--- src/cpuCtrlPkg.sv ---
package cpuCtrlPkg;

	// Major opcodes handled by this core
	typedef enum logic [6:0] {
		opLoad   = 7'b0000011,
		opImm    = 7'b0010011,
		opStore  = 7'b0100011,
		opReg    = 7'b0110011,
		opLui    = 7'b0110111,
		opBranch = 7'b1100011
	} opcode_e;

	// What the sequencer needs to pick a path
	typedef enum logic [3:0] {
		clsAluReg,
		clsAluImm,
		clsSltReg,
		clsSltImm,
		clsShift,
		clsLoad,
		clsStore,
		clsBranch,
		clsLui,
		clsUnknown
	} opClass_e;

	typedef enum logic [2:0] {
		aluLoad = 3'd0, // Pass through
		aluAdd  = 3'd1,
		aluSub  = 3'd2,
		aluAnd  = 3'd3,
		aluNone = 3'd7  // Compare only, used by blt
	} aluOp_e;

	typedef enum logic [1:0] {
		shLeft       = 2'd0,
		shRightLogic = 2'd1,
		shRightArith = 2'd2
	} shiftKind_e;

	typedef enum logic [1:0] {
		brEq,
		brNe,
		brGe,
		brLt
	} branchKind_e;

	// Unsigned loads carry no size code
	typedef enum logic [2:0] {
		ldNone   = 3'd0,
		ldDouble = 3'd1,
		ldWord   = 3'd2,
		ldHalf   = 3'd3,
		ldByte   = 3'd4
	} loadType_e;

	typedef enum logic [3:0] {
		stIdle,
		stFetch,
		stDecode,
		stAluExec,
		stSltExec,
		stWriteBack,
		stShift,
		stMemAddr,
		stLoadData,
		stLoadWrite,
		stStoreWrite,
		stBranch,
		stLuiWrite
	} ctrlState_e;

	typedef struct packed {
		opClass_e    opClass;
		aluOp_e      aluOp;
		shiftKind_e  shiftKind;
		branchKind_e branchKind;
		loadType_e   loadType;
	} decodedInstr_t;

	typedef struct packed {
		logic       selMuxPc;
		logic       selMuxAlu;
		logic [2:0] selMuxA;
		logic [2:0] selMuxB;
		logic [2:0] selMuxMem;
		aluOp_e     aluOperation;
		shiftKind_e shift;
		loadType_e  loadType;
		logic       pcWrite;
		logic       pcWriteCond;
		logic       loadIr;
		logic       memRead;
		logic       regWrite;
		logic       loadRegA;
		logic       loadRegB;
		logic       loadRegAluOut;
		logic       loadRegMemData;
		logic       memDataWrite;
	} ctrlWord_t;

endpackage
--- src/stateSequencer.sv ---
module stateSequencer (
	input  logic                      clk,
	input  logic                      rst,
	input  cpuCtrlPkg::decodedInstr_t decoded,
	output cpuCtrlPkg::ctrlState_e    state
);

	cpuCtrlPkg::ctrlState_e nextState;

	always_ff @(posedge clk or posedge rst) begin
		if (rst) begin
			state <= cpuCtrlPkg::stIdle;
		end else begin
			state <= nextState;
		end
	end

	always_comb begin
		nextState = cpuCtrlPkg::stIdle;
		case (state)
			cpuCtrlPkg::stIdle:   nextState = cpuCtrlPkg::stFetch;
			cpuCtrlPkg::stFetch:  nextState = cpuCtrlPkg::stDecode;
			cpuCtrlPkg::stDecode: begin
				case (decoded.opClass)
					cpuCtrlPkg::clsAluReg,
					cpuCtrlPkg::clsAluImm: nextState = cpuCtrlPkg::stAluExec;
					cpuCtrlPkg::clsSltReg,
					cpuCtrlPkg::clsSltImm: nextState = cpuCtrlPkg::stSltExec;
					cpuCtrlPkg::clsShift:  nextState = cpuCtrlPkg::stShift;
					cpuCtrlPkg::clsLoad,
					cpuCtrlPkg::clsStore:  nextState = cpuCtrlPkg::stMemAddr;
					cpuCtrlPkg::clsBranch: nextState = cpuCtrlPkg::stBranch;
					cpuCtrlPkg::clsLui:    nextState = cpuCtrlPkg::stLuiWrite;
					default:               nextState = cpuCtrlPkg::stFetch; // Unknown opcode
				endcase
			end
			cpuCtrlPkg::stAluExec,
			cpuCtrlPkg::stSltExec: nextState = cpuCtrlPkg::stWriteBack;
			cpuCtrlPkg::stMemAddr: begin
				// Instruction register still holds the word here
				if (decoded.opClass == cpuCtrlPkg::clsLoad) begin
					nextState = cpuCtrlPkg::stLoadData;
				end else begin
					nextState = cpuCtrlPkg::stStoreWrite;
				end
			end
			cpuCtrlPkg::stLoadData: nextState = cpuCtrlPkg::stLoadWrite;
			// Every finished instruction rests one cycle in idle
			cpuCtrlPkg::stWriteBack,
			cpuCtrlPkg::stShift,
			cpuCtrlPkg::stLoadWrite,
			cpuCtrlPkg::stStoreWrite,
			cpuCtrlPkg::stBranch,
			cpuCtrlPkg::stLuiWrite: nextState = cpuCtrlPkg::stIdle;
			default: nextState = cpuCtrlPkg::stIdle;
		endcase
	end

	fetchThenDecode: assert property (
		@(posedge clk) disable iff (rst)
		state == cpuCtrlPkg::stFetch |=> state == cpuCtrlPkg::stDecode
	) else $error("fetch not followed by decode");

endmodule

--- config.mk ---
export PLATFORM = sky130hd
export DESIGN_NAME = stateSequencer
export DESIGN_NICKNAME = d
export VERILOG_FILES = /design/src/cpuCtrlPkg.sv /design/src/stateSequencer.sv
export SDC_FILE = /design/constraint.sdc
export NUM_CORES = 1
export LEC_CHECK = 0
export ABC_CLOCK_PERIOD_IN_PS = 1600
export BUFFER_PORTS_ARGS = -buffer_cell sky130_fd_sc_hd__buf_4
export CAP_MARGIN = 20
export CORE_AREA = 2 2 39 41
export CTS_CLUSTER_SIZE = 24
export DETAILED_ROUTE_END_ITERATION = 8
export DIE_AREA = 0 0 41 43
export GPL_TIMING_DRIVEN = 0
export PLACE_DENSITY = 0.6
export SLEW_MARGIN = 20
export SYNTH_ARGS = -nofsm -noshare
export SYNTH_HDL_FRONTEND = slang
export SYNTH_SLANG_ARGS = --single-unit
--- constraint.sdc ---
create_clock -name clk -period 1.6 [get_ports clk]
set_input_delay 0.48 -clock clk [delete_from_list [all_inputs] [get_ports clk]]
set_output_delay 0.48 -clock clk [all_outputs]
set_load 0.01 [all_outputs]
; ---- Word-level counts from Yosys, hierarchy flattened
; Memory sizes are Yosys's and may differ from the RTL's.
; Index checks and enable logic that the tools add are counted.
[totals]
n_memories = 1
mem_bits_ro = 64
elab_cells = 13
in_bits = 16
output_inout_bits = 4
ff_bits = 4
[memory_table]
columns = name, words, word_bits, read_ports, rd_ports_with_merged_regs, wr, line
row1 = (name not given), 16, 4, 1, 0, 0, stateSequencer.sv:24  ; case (decoded.opClass)
[op_classes]
eq_ne = 7
n_reduce_logical = 2
muxes = 2
[ops]
columns = op, count
row1 = $pmux W4 S6, 1
row2 = $eq A4 B3 Y1 const B, 3
row3 = $eq A4 B2 Y1 const B, 2
row4 = $eq A4 B1 Y1 const B, 1
row5 = $eq A4 B4 Y1 const B, 1
row6 = $logic_not A4 Y1, 1
row7 = $mux W2, 1
row8 = $reduce_or A2 Y1, 1

; ---- Longest topological paths before layout
[logic_depth]
word_depth = 3
depth_mapped = 4
depth_no_buf = 3

; ---- Least setup slack after synthesis
; OpenSTA, ideal clock, no wires.
[synth_path]
kind = input to register
start = input port decoded[12] (netlist bit)
end = register state[0]
setup_ps = 124
path_stages = 4
required_time_ps = 1476
path_slack_ps = 353
path_buffers = 1
arrival_time_ps = 1123
cell_sequence = buf_4 -> xor2_1 -> a22oi_1 -> a211o_1
[synth_between]
elab_chain_cells = 2
[synth_lines]
columns = item, line
row1 = "start, declared", stateSequencer.sv:4  ; input cpuCtrlPkg::decodedInstr_t decoded,
row2 = $mem_v2 Z16 W4, -
row3 = $pmux W4 S6, stateSequencer.sv:20  ; case (state)
row4 = named net nextState[0], stateSequencer.sv:8  ; cpuCtrlPkg::ctrlState_e nextState;
row5 = "end signal, assigned", stateSequencer.sv:12  ; state <= cpuCtrlPkg::stIdle;
row6 = "end signal, assigned", stateSequencer.sv:14  ; state <= nextState;
row7 = "end, declared", stateSequencer.sv:5  ; output cpuCtrlPkg::ctrlState_e state
; The timed path passes the listed nets, and every way through them passes these cells.

; ---- Worst setup path after layout
[layout_path]
start = register state[3]
end = output port state[3]
; No word-level cell between the ends.

==> flow_summary.toml <==
[final_layout]
layout_commonest_cell = "buf_4"
area_growth_syn_to_layout_pct = 28.90
largest_reg_flops = 4
num_antenna_cells = 0
multi_input_area_um2 = 201.4
seq_area_um2 = 100.1
largest_register = "state"
mostFrequentLayoutCells = "buf_4 (8), inv_1 (4), dfrtp_1 (4), nor2_1 (3), clkbuf_4 (3)"
top_regs = "state x4"
layout.nets = 64
layout-drive-gt1-share_pct = 34.78
fill_cells = 149

[drt]
drt_first_pass_iters = 4
viasPerCell = 5.210
drc = 0
drtIter0Drc = 7
ant_nets = 0
totalWireLength_um = 734
vias = 323
wire_per_inst_um = 11.84

[yosys]
netlist_instances = 36
synth_fa_ha_area_share_pct = 0
ys.flop_type = "dfrtp_1"
syn-num-nets = 52
syn_area_per_cell_um2 = 9.141
synthArstFlopShare_pct = 100.0
syn_area_um2 = 329.1
synth_top_family_by_area = "simple AND/OR/NAND/NOR gates"
ys_types = 27
synth-xor-area-share_pct = 2.662
synth_compound_area_share_pct = 28.90
synthSimpleGateAreaFrac_pct = 29.66
synth_edf_count = 0
yosysSeqAreaShare_pct = 30.42
muxShareOfSynthArea_pct = 0
synth_warnings = 0
synth_seq_cells = 4

[cts]
cts.sinks = 4
postCtsHoldBufs = 0
post_cts_resized = 0
cts_root_buffer = "clkbuf_4"
numCtsBuffers = 3
clockBufferDepth = 2
clk_pin_slew_worst_paths_ps = 40
htreeDepth = 1
cts_tree = "done"
clk_latency_ps = 240
postCtsSetupRepairBufs = 0

[critical_path]
endpoint_kind = "output pin"
path_delay_family = "flip-flops"
rr_startpoint = "state[3]"
path_cells = "buf_4"
critPathKind = "reg -> out"
r2r_slack_ps = 400
cpPeakStageDelay_ps = 490
crit_slowest_cell = "dfrtp_1"
rr_worst_depth = 2
worstReg2RegEnd = "state[3]"
crit_required_ps = 1120
cp_max_fo = 9
startpoint_type = "register"
arrival_ps = 910
cp_num_buf_inv = 1

[sta]
tightest_slew_ps = 324.2
post-route-period-util_pct = 86.88
slew_headroom_pct = 78.33
setup_tns_ps = 0
hold_viol_final = 0
finalSetupViolCount = 0
period_minus_slack_ps = 1390
slew_viol_final = 0
rsz0062_at_grt = "no"
clock_skew_ps = 5.447
clock.fmax_mhz = 719.4

[placed_design]
gpl.final_weighted_congestion = 0.7104
hpwl_um = 534.8
portBuffers = 7

[grt]
grt_usage_pct = 11.02
grt_pass1_vias = 269
grtUsageMet1_pct = 14.38
met3_usage_pct = 4.712
grt_pass1_wl_mm = 1.221
gr-max-usage-layer = "met1"
grtUsageMet2_pct = 12.81
antenna_found_initial = 0
grt_max_degree = 11
grt_overflow = 0

[flow_run]
drv_cap = 0

[die]
die_area_um2 = 1763
fp-row-count = 14
start_util_pct = 23.78
die_h_um = 43
core_area_um2 = 1384
ios = 20
chipWidth_um = 41

[power]
power_density_nw_per_um2 = 1657
p_total_mw = 0.7030
leakage_nw = 0.1932
peakVddDrop_v = 0.0004764

[hold_path]
hold_class = "in -> async"

[outcome]
status = "complete, no violations"
-- worst max-delay path by stage --
stage | from | end | slack [ps] | depth (start not counted)
floorplan | decoded[12] | state[0] | 350 | 4
global placement | decoded[11] | state[3] | 250 | 4
detailed placement | decoded[11] | state[3] | 260 | 4
CTS | state[2] | state[2] | 210 | 1
global route | state[3] | state[3] | 160 | 1
finish | state[3] | state[3] | 210 | 1
-- routing by layer --
layer  share of wire [%]  wire length [um]  vias up
li1                    -                 -      161
met1                  49               362      145
met2                  40               291       13
met3                 7.8                57        4
met4                 3.1                23        0
met5                   0                 0        -
-- cell type report --
| cell class | instances | area share (%) |
|---|---|---|
| Inverter | 4 | 3.540 |
| Buffer | 2 | 2.950 |
| Clock buffer | 3 | 5.310 |
| Tap cell | 16 | 4.720 |
| Sequential cell | 4 | 23.60 |
| Timing Repair Buffer | 7 | 12.39 |
| Multi-Input combinational cell | 26 | 47.49 |
-- cell families (layout without fill, tap and decap cells) --
logic type      count (synthesis)  count (layout)
xor+xnor                        1               1
buf+inv                         6              16
flops                           4               4
compound gates                 12              12
simple gates                   13              13
-- power by group --
| group | total, mW | internal, mW | switching [mW] |
|---|---|---|---|
| registers | 0.254 | 0.150 | 0.104 |
| clock network | 0.126 | 0.0839 | 0.0417 |
| logic | 0.324 | 0.181 | 0.143 |
-- synth_stat cells (2+ instances only) --
library cell  number  area share [%]
dfrtp_1            4              30
inv_1              4             4.6
nand2_1            2             2.3
nor2_1             3             3.4
-- through the flow --
stage	std cells	hold WS, ps	utilization (%)	setup slack (ps)	cell area, um2
final	62	126.4	30.65	210.0	424.2
after global routing	62	132.3	30.65	164.7	424.2
after CTS	62	127.4	30.65	206.3	424.2
after detailed placement	59	385.0	29.02	264.1	401.6
after global placement	59	374.9	29.02	252.8	401.6
after floorplan	36	246.1	-	353.4	329.1
Note: power is estimated with default switching activity, not from simulation.
