[src/cpuCtrlPkg.sv]
package cpuCtrlPkg;

	// Major opcodes handled by this core
	typedef enum logic [6:0] {
		opLoad   = 7'b0000011,
		opImm    = 7'b0010011,
		opStore  = 7'b0100011,
		opReg    = 7'b0110011,
		opLui    = 7'b0110111,
		opBranch = 7'b1100011
	} opcode_e;

	// What the sequencer needs to pick a path
	typedef enum logic [3:0] {
		clsAluReg,
		clsAluImm,
		clsSltReg,
		clsSltImm,
		clsShift,
		clsLoad,
		clsStore,
		clsBranch,
		clsLui,
		clsUnknown
	} opClass_e;

	typedef enum logic [2:0] {
		aluLoad = 3'd0, // Pass through
		aluAdd  = 3'd1,
		aluSub  = 3'd2,
		aluAnd  = 3'd3,
		aluNone = 3'd7  // Compare only, used by blt
	} aluOp_e;

	typedef enum logic [1:0] {
		shLeft       = 2'd0,
		shRightLogic = 2'd1,
		shRightArith = 2'd2
	} shiftKind_e;

	typedef enum logic [1:0] {
		brEq,
		brNe,
		brGe,
		brLt
	} branchKind_e;

	// Unsigned loads carry no size code
	typedef enum logic [2:0] {
		ldNone   = 3'd0,
		ldDouble = 3'd1,
		ldWord   = 3'd2,
		ldHalf   = 3'd3,
		ldByte   = 3'd4
	} loadType_e;

	typedef enum logic [3:0] {
		stIdle,
		stFetch,
		stDecode,
		stAluExec,
		stSltExec,
		stWriteBack,
		stShift,
		stMemAddr,
		stLoadData,
		stLoadWrite,
		stStoreWrite,
		stBranch,
		stLuiWrite
	} ctrlState_e;

	typedef struct packed {
		opClass_e    opClass;
		aluOp_e      aluOp;
		shiftKind_e  shiftKind;
		branchKind_e branchKind;
		loadType_e   loadType;
	} decodedInstr_t;

	typedef struct packed {
		logic       selMuxPc;
		logic       selMuxAlu;
		logic [2:0] selMuxA;
		logic [2:0] selMuxB;
		logic [2:0] selMuxMem;
		aluOp_e     aluOperation;
		shiftKind_e shift;
		loadType_e  loadType;
		logic       pcWrite;
		logic       pcWriteCond;
		logic       loadIr;
		logic       memRead;
		logic       regWrite;
		logic       loadRegA;
		logic       loadRegB;
		logic       loadRegAluOut;
		logic       loadRegMemData;
		logic       memDataWrite;
	} ctrlWord_t;

endpackage
[src/controlOutputs.sv]
module controlOutputs (
	input  cpuCtrlPkg::ctrlState_e    state,
	input  cpuCtrlPkg::decodedInstr_t decoded,
	input  logic                      aluZero,
	input  logic                      aluLess,
	output cpuCtrlPkg::ctrlWord_t     ctrl
);

	logic branchTaken;
	logic immOperand;

	// Second ALU operand comes from the immediate for addi and slti
	assign immOperand = decoded.opClass inside {cpuCtrlPkg::clsAluImm, cpuCtrlPkg::clsSltImm};

	always_comb begin
		case (decoded.branchKind)
			cpuCtrlPkg::brEq: branchTaken = aluZero;
			cpuCtrlPkg::brNe: branchTaken = !aluZero;
			cpuCtrlPkg::brGe: branchTaken = !aluLess;
			default:          branchTaken = aluLess; // blt
		endcase
	end

	always_comb begin
		ctrl              = '0;
		ctrl.aluOperation = cpuCtrlPkg::aluLoad;
		ctrl.shift        = cpuCtrlPkg::shLeft;
		ctrl.loadType     = cpuCtrlPkg::ldNone;
		case (state)
			cpuCtrlPkg::stFetch: begin
				ctrl.selMuxB      = 3'd1; // PC + 4
				ctrl.selMuxMem    = 3'd1;
				ctrl.pcWrite      = 1'b1;
				ctrl.memRead      = 1'b1;
				ctrl.loadIr       = 1'b1;
				ctrl.aluOperation = cpuCtrlPkg::aluAdd;
			end
			cpuCtrlPkg::stDecode: begin
				ctrl.selMuxB       = 3'd3; // Branch target ahead of time
				ctrl.loadRegA      = 1'b1;
				ctrl.loadRegB      = 1'b1;
				ctrl.loadRegAluOut = 1'b1;
				ctrl.memRead       = 1'b1;
				ctrl.aluOperation  = cpuCtrlPkg::aluAdd;
			end
			cpuCtrlPkg::stAluExec: begin
				ctrl.selMuxA       = 3'd1;
				ctrl.selMuxB       = immOperand ? 3'd2 : 3'd0;
				ctrl.loadRegAluOut = 1'b1;
				ctrl.aluOperation  = decoded.aluOp;
			end
			cpuCtrlPkg::stSltExec: begin
				ctrl.selMuxA   = 3'd1;
				ctrl.selMuxB   = immOperand ? 3'd2 : 3'd0;
				ctrl.selMuxAlu = 1'b1; // Less flag to write-back path
			end
			cpuCtrlPkg::stWriteBack: ctrl.regWrite = 1'b1;
			cpuCtrlPkg::stShift: begin
				ctrl.selMuxMem = 3'd3;
				ctrl.regWrite  = 1'b1;
				ctrl.shift     = decoded.shiftKind;
			end
			cpuCtrlPkg::stMemAddr: begin
				ctrl.selMuxA       = 3'd1;
				ctrl.selMuxB       = 3'd2;
				ctrl.selMuxMem     = 3'd1;
				ctrl.loadRegAluOut = 1'b1;
				ctrl.aluOperation  = cpuCtrlPkg::aluAdd;
				ctrl.loadType      = decoded.loadType;
			end
			cpuCtrlPkg::stLoadData: ctrl.loadRegMemData = 1'b1;
			cpuCtrlPkg::stLoadWrite: begin
				ctrl.selMuxMem = 3'd1;
				ctrl.regWrite  = 1'b1;
			end
			cpuCtrlPkg::stStoreWrite: ctrl.memDataWrite = 1'b1;
			cpuCtrlPkg::stBranch: begin
				ctrl.selMuxA      = 3'd1;
				ctrl.selMuxMem    = 3'd1;
				ctrl.aluOperation = decoded.aluOp;
				ctrl.pcWrite      = branchTaken;
				ctrl.pcWriteCond  = branchTaken;
				ctrl.selMuxPc     = branchTaken; // Take target from ALU out
			end
			cpuCtrlPkg::stLuiWrite: begin
				ctrl.selMuxB   = 3'd2;
				ctrl.selMuxMem = 3'd2; // Upper immediate
				ctrl.regWrite  = 1'b1;
			end
			default: ;
		endcase
	end

	// Register file and data memory are never written in the same cycle
	always_comb begin
		assert #0 (!(ctrl.regWrite && ctrl.memDataWrite))
			else $error("regWrite and memDataWrite both high");
	end

endmodule

[config.mk]
export PLATFORM = sky130hd
export DESIGN_NAME = controlOutputs
export DESIGN_NICKNAME = d
export VERILOG_FILES = /design/src/cpuCtrlPkg.sv /design/src/controlOutputs.sv
export SDC_FILE = /design/constraint.sdc
export NUM_CORES = 1
export LEC_CHECK = 0
export BUFFER_PORTS_ARGS = -buffer_cell sky130_fd_sc_hd__buf_2
export CORE_MARGIN = 2
export CORE_UTILIZATION = 30
export DETAILED_ROUTE_END_ITERATION = 10
export GPL_ROUTABILITY_DRIVEN = 0
export MAX_ROUTING_LAYER = met4
export PLACE_DENSITY_LB_ADDON = 0.05
export SYNTH_ARGS = -nofsm -noshare
export SYNTH_HDL_FRONTEND = slang
export SYNTH_SLANG_ARGS = --single-unit
export TNS_END_PERCENT = 30
[constraint.sdc]
create_clock -name vclk -period 1
set_clock_uncertainty 0.05 [all_clocks]
set_input_delay 0.1 -clock vclk [all_inputs]
set_output_delay 0.1 -clock vclk [all_outputs]
set_load 0.005 [all_outputs]
# ---- Yosys cells after proc, flatten, opt, wreduce, memory -nomap -nowiden
# Cells that the tools add are included.
dict set report word_totals {
  inputBits 20
  word_cells 47
  ff_bits 0
}
dict set report classes {
  reduce_logical 13
  mux 18
  eq_ne 16
}
# op count
set op_table {}
lappend op_table {{4-bit equality test, second input constant} 5}
lappend op_table {{4-bit by 3-bit equality test with 1-bit output, second input constant} 4}
lappend op_table {{4-bit by 2-bit equality test with 1-bit output, second input constant} 3}
lappend op_table {{4-bit OR reduction} 3}
lappend op_table {{1-bit 2-to-1 mux} 9}
lappend op_table {{4-bit by 1-bit equality test with 1-bit output, second input constant} 2}
lappend op_table {{2-bit case mux with 4 select lines} 1}
lappend op_table {{2-bit OR reduction} 4}
lappend op_table {{2-bit 2-to-1 mux} 3}
lappend op_table {{2-bit case mux with 3 select lines} 1}
lappend op_table {{3-bit case mux with 2 select lines} 1}
lappend op_table {{3-bit OR reduction} 2}
lappend op_table {{3-bit 2-to-1 mux} 1}
lappend op_table {{1-bit case mux with 3 select lines} 1}
lappend op_table {{2-bit by 1-bit equality test with 1-bit output, second input constant} 1}
lappend op_table {{2-bit equality test, second input constant} 1}
lappend op_table {{1-bit zero test} 2}
lappend op_table {{2-bit zero test} 1}
lappend op_table {{1-bit case mux with 2 select lines} 1}
lappend op_table {{2-bit nonzero test} 1}

# ---- Longest topological paths before layout
dict set report logic_depth {
  word_depth 4
  ltp_mapped 5
  ltp_nobuf 4
}

# ---- Worst setup path after synthesis
# OpenSTA, ideal clock, no wires.
dict set report synth_path {
  path_kind {input -> output}
  startpoint {input port state[0]}
  endpoint {output port ctrl[28] (netlist name)}
  cell_stages 4
  arrival_time_ps 824
  path_slack_ps 26
  required_time_ps 850
  path_cell_list {buf_2 > nand2_1 > nor3_1 > buf_4}
}
# item line
set synth_lines {}
lappend synth_lines {{start, declared} controlOutputs.sv:2} ;# input cpuCtrlPkg::ctrlState_e state,
lappend synth_lines {{end, declared} controlOutputs.sv:6} ;# output cpuCtrlPkg::ctrlWord_t ctrl

==> results.sh <==
export IMPL_fmax_mhz=1006
export IMPL_rsz0062_at_grt="true"
export IMPL_final_cells=125
export IMPL_crit_required_ns=0.85
export IMPL_setup_viol=0
export IMPL_ant_nets=0
export IMPL_grt_ovfl_total=0
export IMPL_drt_total_wl_um=1125
export IMPL_whs_path_depth=3
export IMPL_n_antenna_cell=0
export IMPL_port_buffers=44
export IMPL_slowest_stage="a311o_1"
export IMPL_path_max_fanout=6
export IMPL_ir_drop_mv=0.2050
export IMPL_critPathArrivalTime_ns=0.84
export IMPL_start_util_pct=33.77
export IMPL_critPathKind="in2out"
export IMPL_cp_end_kind="output pin"
export IMPL_avgSynthCellArea_um2=6.196
export IMPL_status="finished, final reports clean"
export IMPL_vias_per_cell=4.600
export IMPL_dpl_hpwl_um=902.4
export IMPL_drive_gt1_share_pct=63.96
export IMPL_hold_ws_ns=0.4026
export IMPL_p_per_area_mw_per_mm2=357.4
export IMPL_seq_cells=0
export IMPL_syn2layout_area_growth_pct=90.71
export IMPL_yosysSeqAreaShare_pct=0
export IMPL_io_pins=49
export IMPL_antenna_found_initial=0
export IMPL_wl_per_cell_um=9.000
export IMPL_min_from="state[0]"
export IMPL_final_cell_mix="39 x buf_2, 10 x buf_4"
export IMPL_period_share_pct=99.40
export IMPL_postSynthCellCount=63
export IMPL_syn_area_um2=390.4
export IMPL_vias=575
export IMPL_max_stage_delay_ns=0.33
export IMPL_fp_coreArea_mm2=0.001156
export IMPL_final_max_slew_viol_count=0
export IMPL_place_inst=123
export IMPL_cp_start_kind="input pin"
export IMPL_yosysWarningCount=0
export IMPL_drcViolationCount=0
export IMPL_fin_crit_ns=0.9940
export IMPL_grt_pass1_vias=384
export IMPL_hold_violations=0
export IMPL_drt_iter0_markers=4
export IMPL_fp_dieArea_mm2=0.001606
export IMPL_grt_max_degree=13
export IMPL_nets=133
export IMPL_layout_commonest_cell="buf_2"
export IMPL_p_total_uw=266.1
export IMPL_rows=12
export IMPL_grt_first_pass_wirelength_um=1559
export IMPL_path_buf_inv=3
export IMPL_seqCellArea_um2=0
export IMPL_crit_family="compound AO/OA/AOI/OAI gates"
export IMPL_crit_chain="buf_12 -> buf_6 -> a311o_1 -> o21ai_1 -> buf_2"
export IMPL_cap_violations=0
export IMPL_clock_buffers=0
export IMPL_die_w_um=40.07
export IMPL_hold_path_class="in2out"
export IMPL_leakagePower_nw=0.4633
export IMPL_grtUsageTotal_pct=13.50
export IMPL_hold_end="ctrl[1]"
export IMPL_synth_cell_types=28
export IMPL_cts_hold_buf=0
export IMPL_die_h_um=40.07
export IMPL_first_pass_iters=2
per-stage QoR:
stage                     instance area, um2  util [%]  setup slack (ns)  setup TNS, ns
after floorplan                        401.6         -           0.02622              0
after global placement                 633.1     54.76          -0.06889        -0.2110
after detailed placement               633.1     54.76          -0.06313        -0.3230
after CTS                              685.7     59.31          0.004118              0
after global routing                   744.5     64.39          -0.02656       -0.07195
final                                  744.5     64.39          0.006037              0
logic make-up after synthesis:
| kind of cell | count (synthesis) | synth area share (%) |
|---|---|---|
| and+or+nand+nor | 34 | 50.96 |
| buffers and inverters | 14 | 22.76 |
| AOI/OAI and AO/OA | 10 | 15.38 |
| xor gates and xnor gates | 2 | 4.488 |
| muxes | 2 | 5.449 |
| other | 1 | 0.9606 |
final cells by class:
type | count | area (um2)
inverters | 4 | 17.52
repair buffers | 55 | 350.3
multi-input cells | 52 | 359.1
fillers | 122 | 411.6
well taps | 14 | 17.52
cells in the mapped netlist (all sizes together):
cell type  count  area share [%]
buf           10              19
nor2           7             6.7
nand2          5             4.8
and3           4             6.4
inv            4             3.8
nor3           4             6.4
o21ai          4             5.1
a21oi          3             3.8
and2           3             4.8
nand2b         3             8.7
nor3b          3             5.8
nand3          2             2.6
nor2b          2             3.2
a311o          1             2.6
conb           1            0.96
mux2           1             2.9
mux2i          1             2.6
o211ai         1             1.9
o31ai          1             1.9
or2            1             1.6
xnor2          1             2.2
xor2           1             2.2
tightest hold or removal path: cells and delay by family:
| family | cells | cell delay [ns] |
|---|---|---|
| buf+inv | 2 | 0.21 |
| simple gates | 1 | 0.05 |
repair_timing:
action,in CTS,in global routing
pin swaps,2,5
buffers inserted,1,1
setup endpoints to repair,13,13
resized for setup,14,13
gates cloned,0,0
where the power goes:
part | switching (mW) | internal, mW
Combinational | 0.116 | 0.150
Clock | 0 | 0
Sequential | 0 | 0
per-layer routing:
layer  GRT usage (%)  vias up  part of all wire (%)
li1                -      300                     -
met1           17.53      249                    43
met2           24.60       26                    49
met3               0        0                   7.2
met4               0        0                     0
met5               -        -                     0
worst max path at each step:
stage,startpoint,endpoint,slack [ns],depth (start not counted)
after floorplan,state[0],ctrl[28],0.03,4
after global placement,state[2],ctrl[5],-0.07,5
after detailed placement,state[2],ctrl[5],-0.06,5
after CTS,state[3],ctrl[5],0.004,5
after global routing,aluZero,ctrl[9],-0.03,6
final,state[0],ctrl[5],0.006,5
Note: power is estimated with default switching activity, not from simulation.
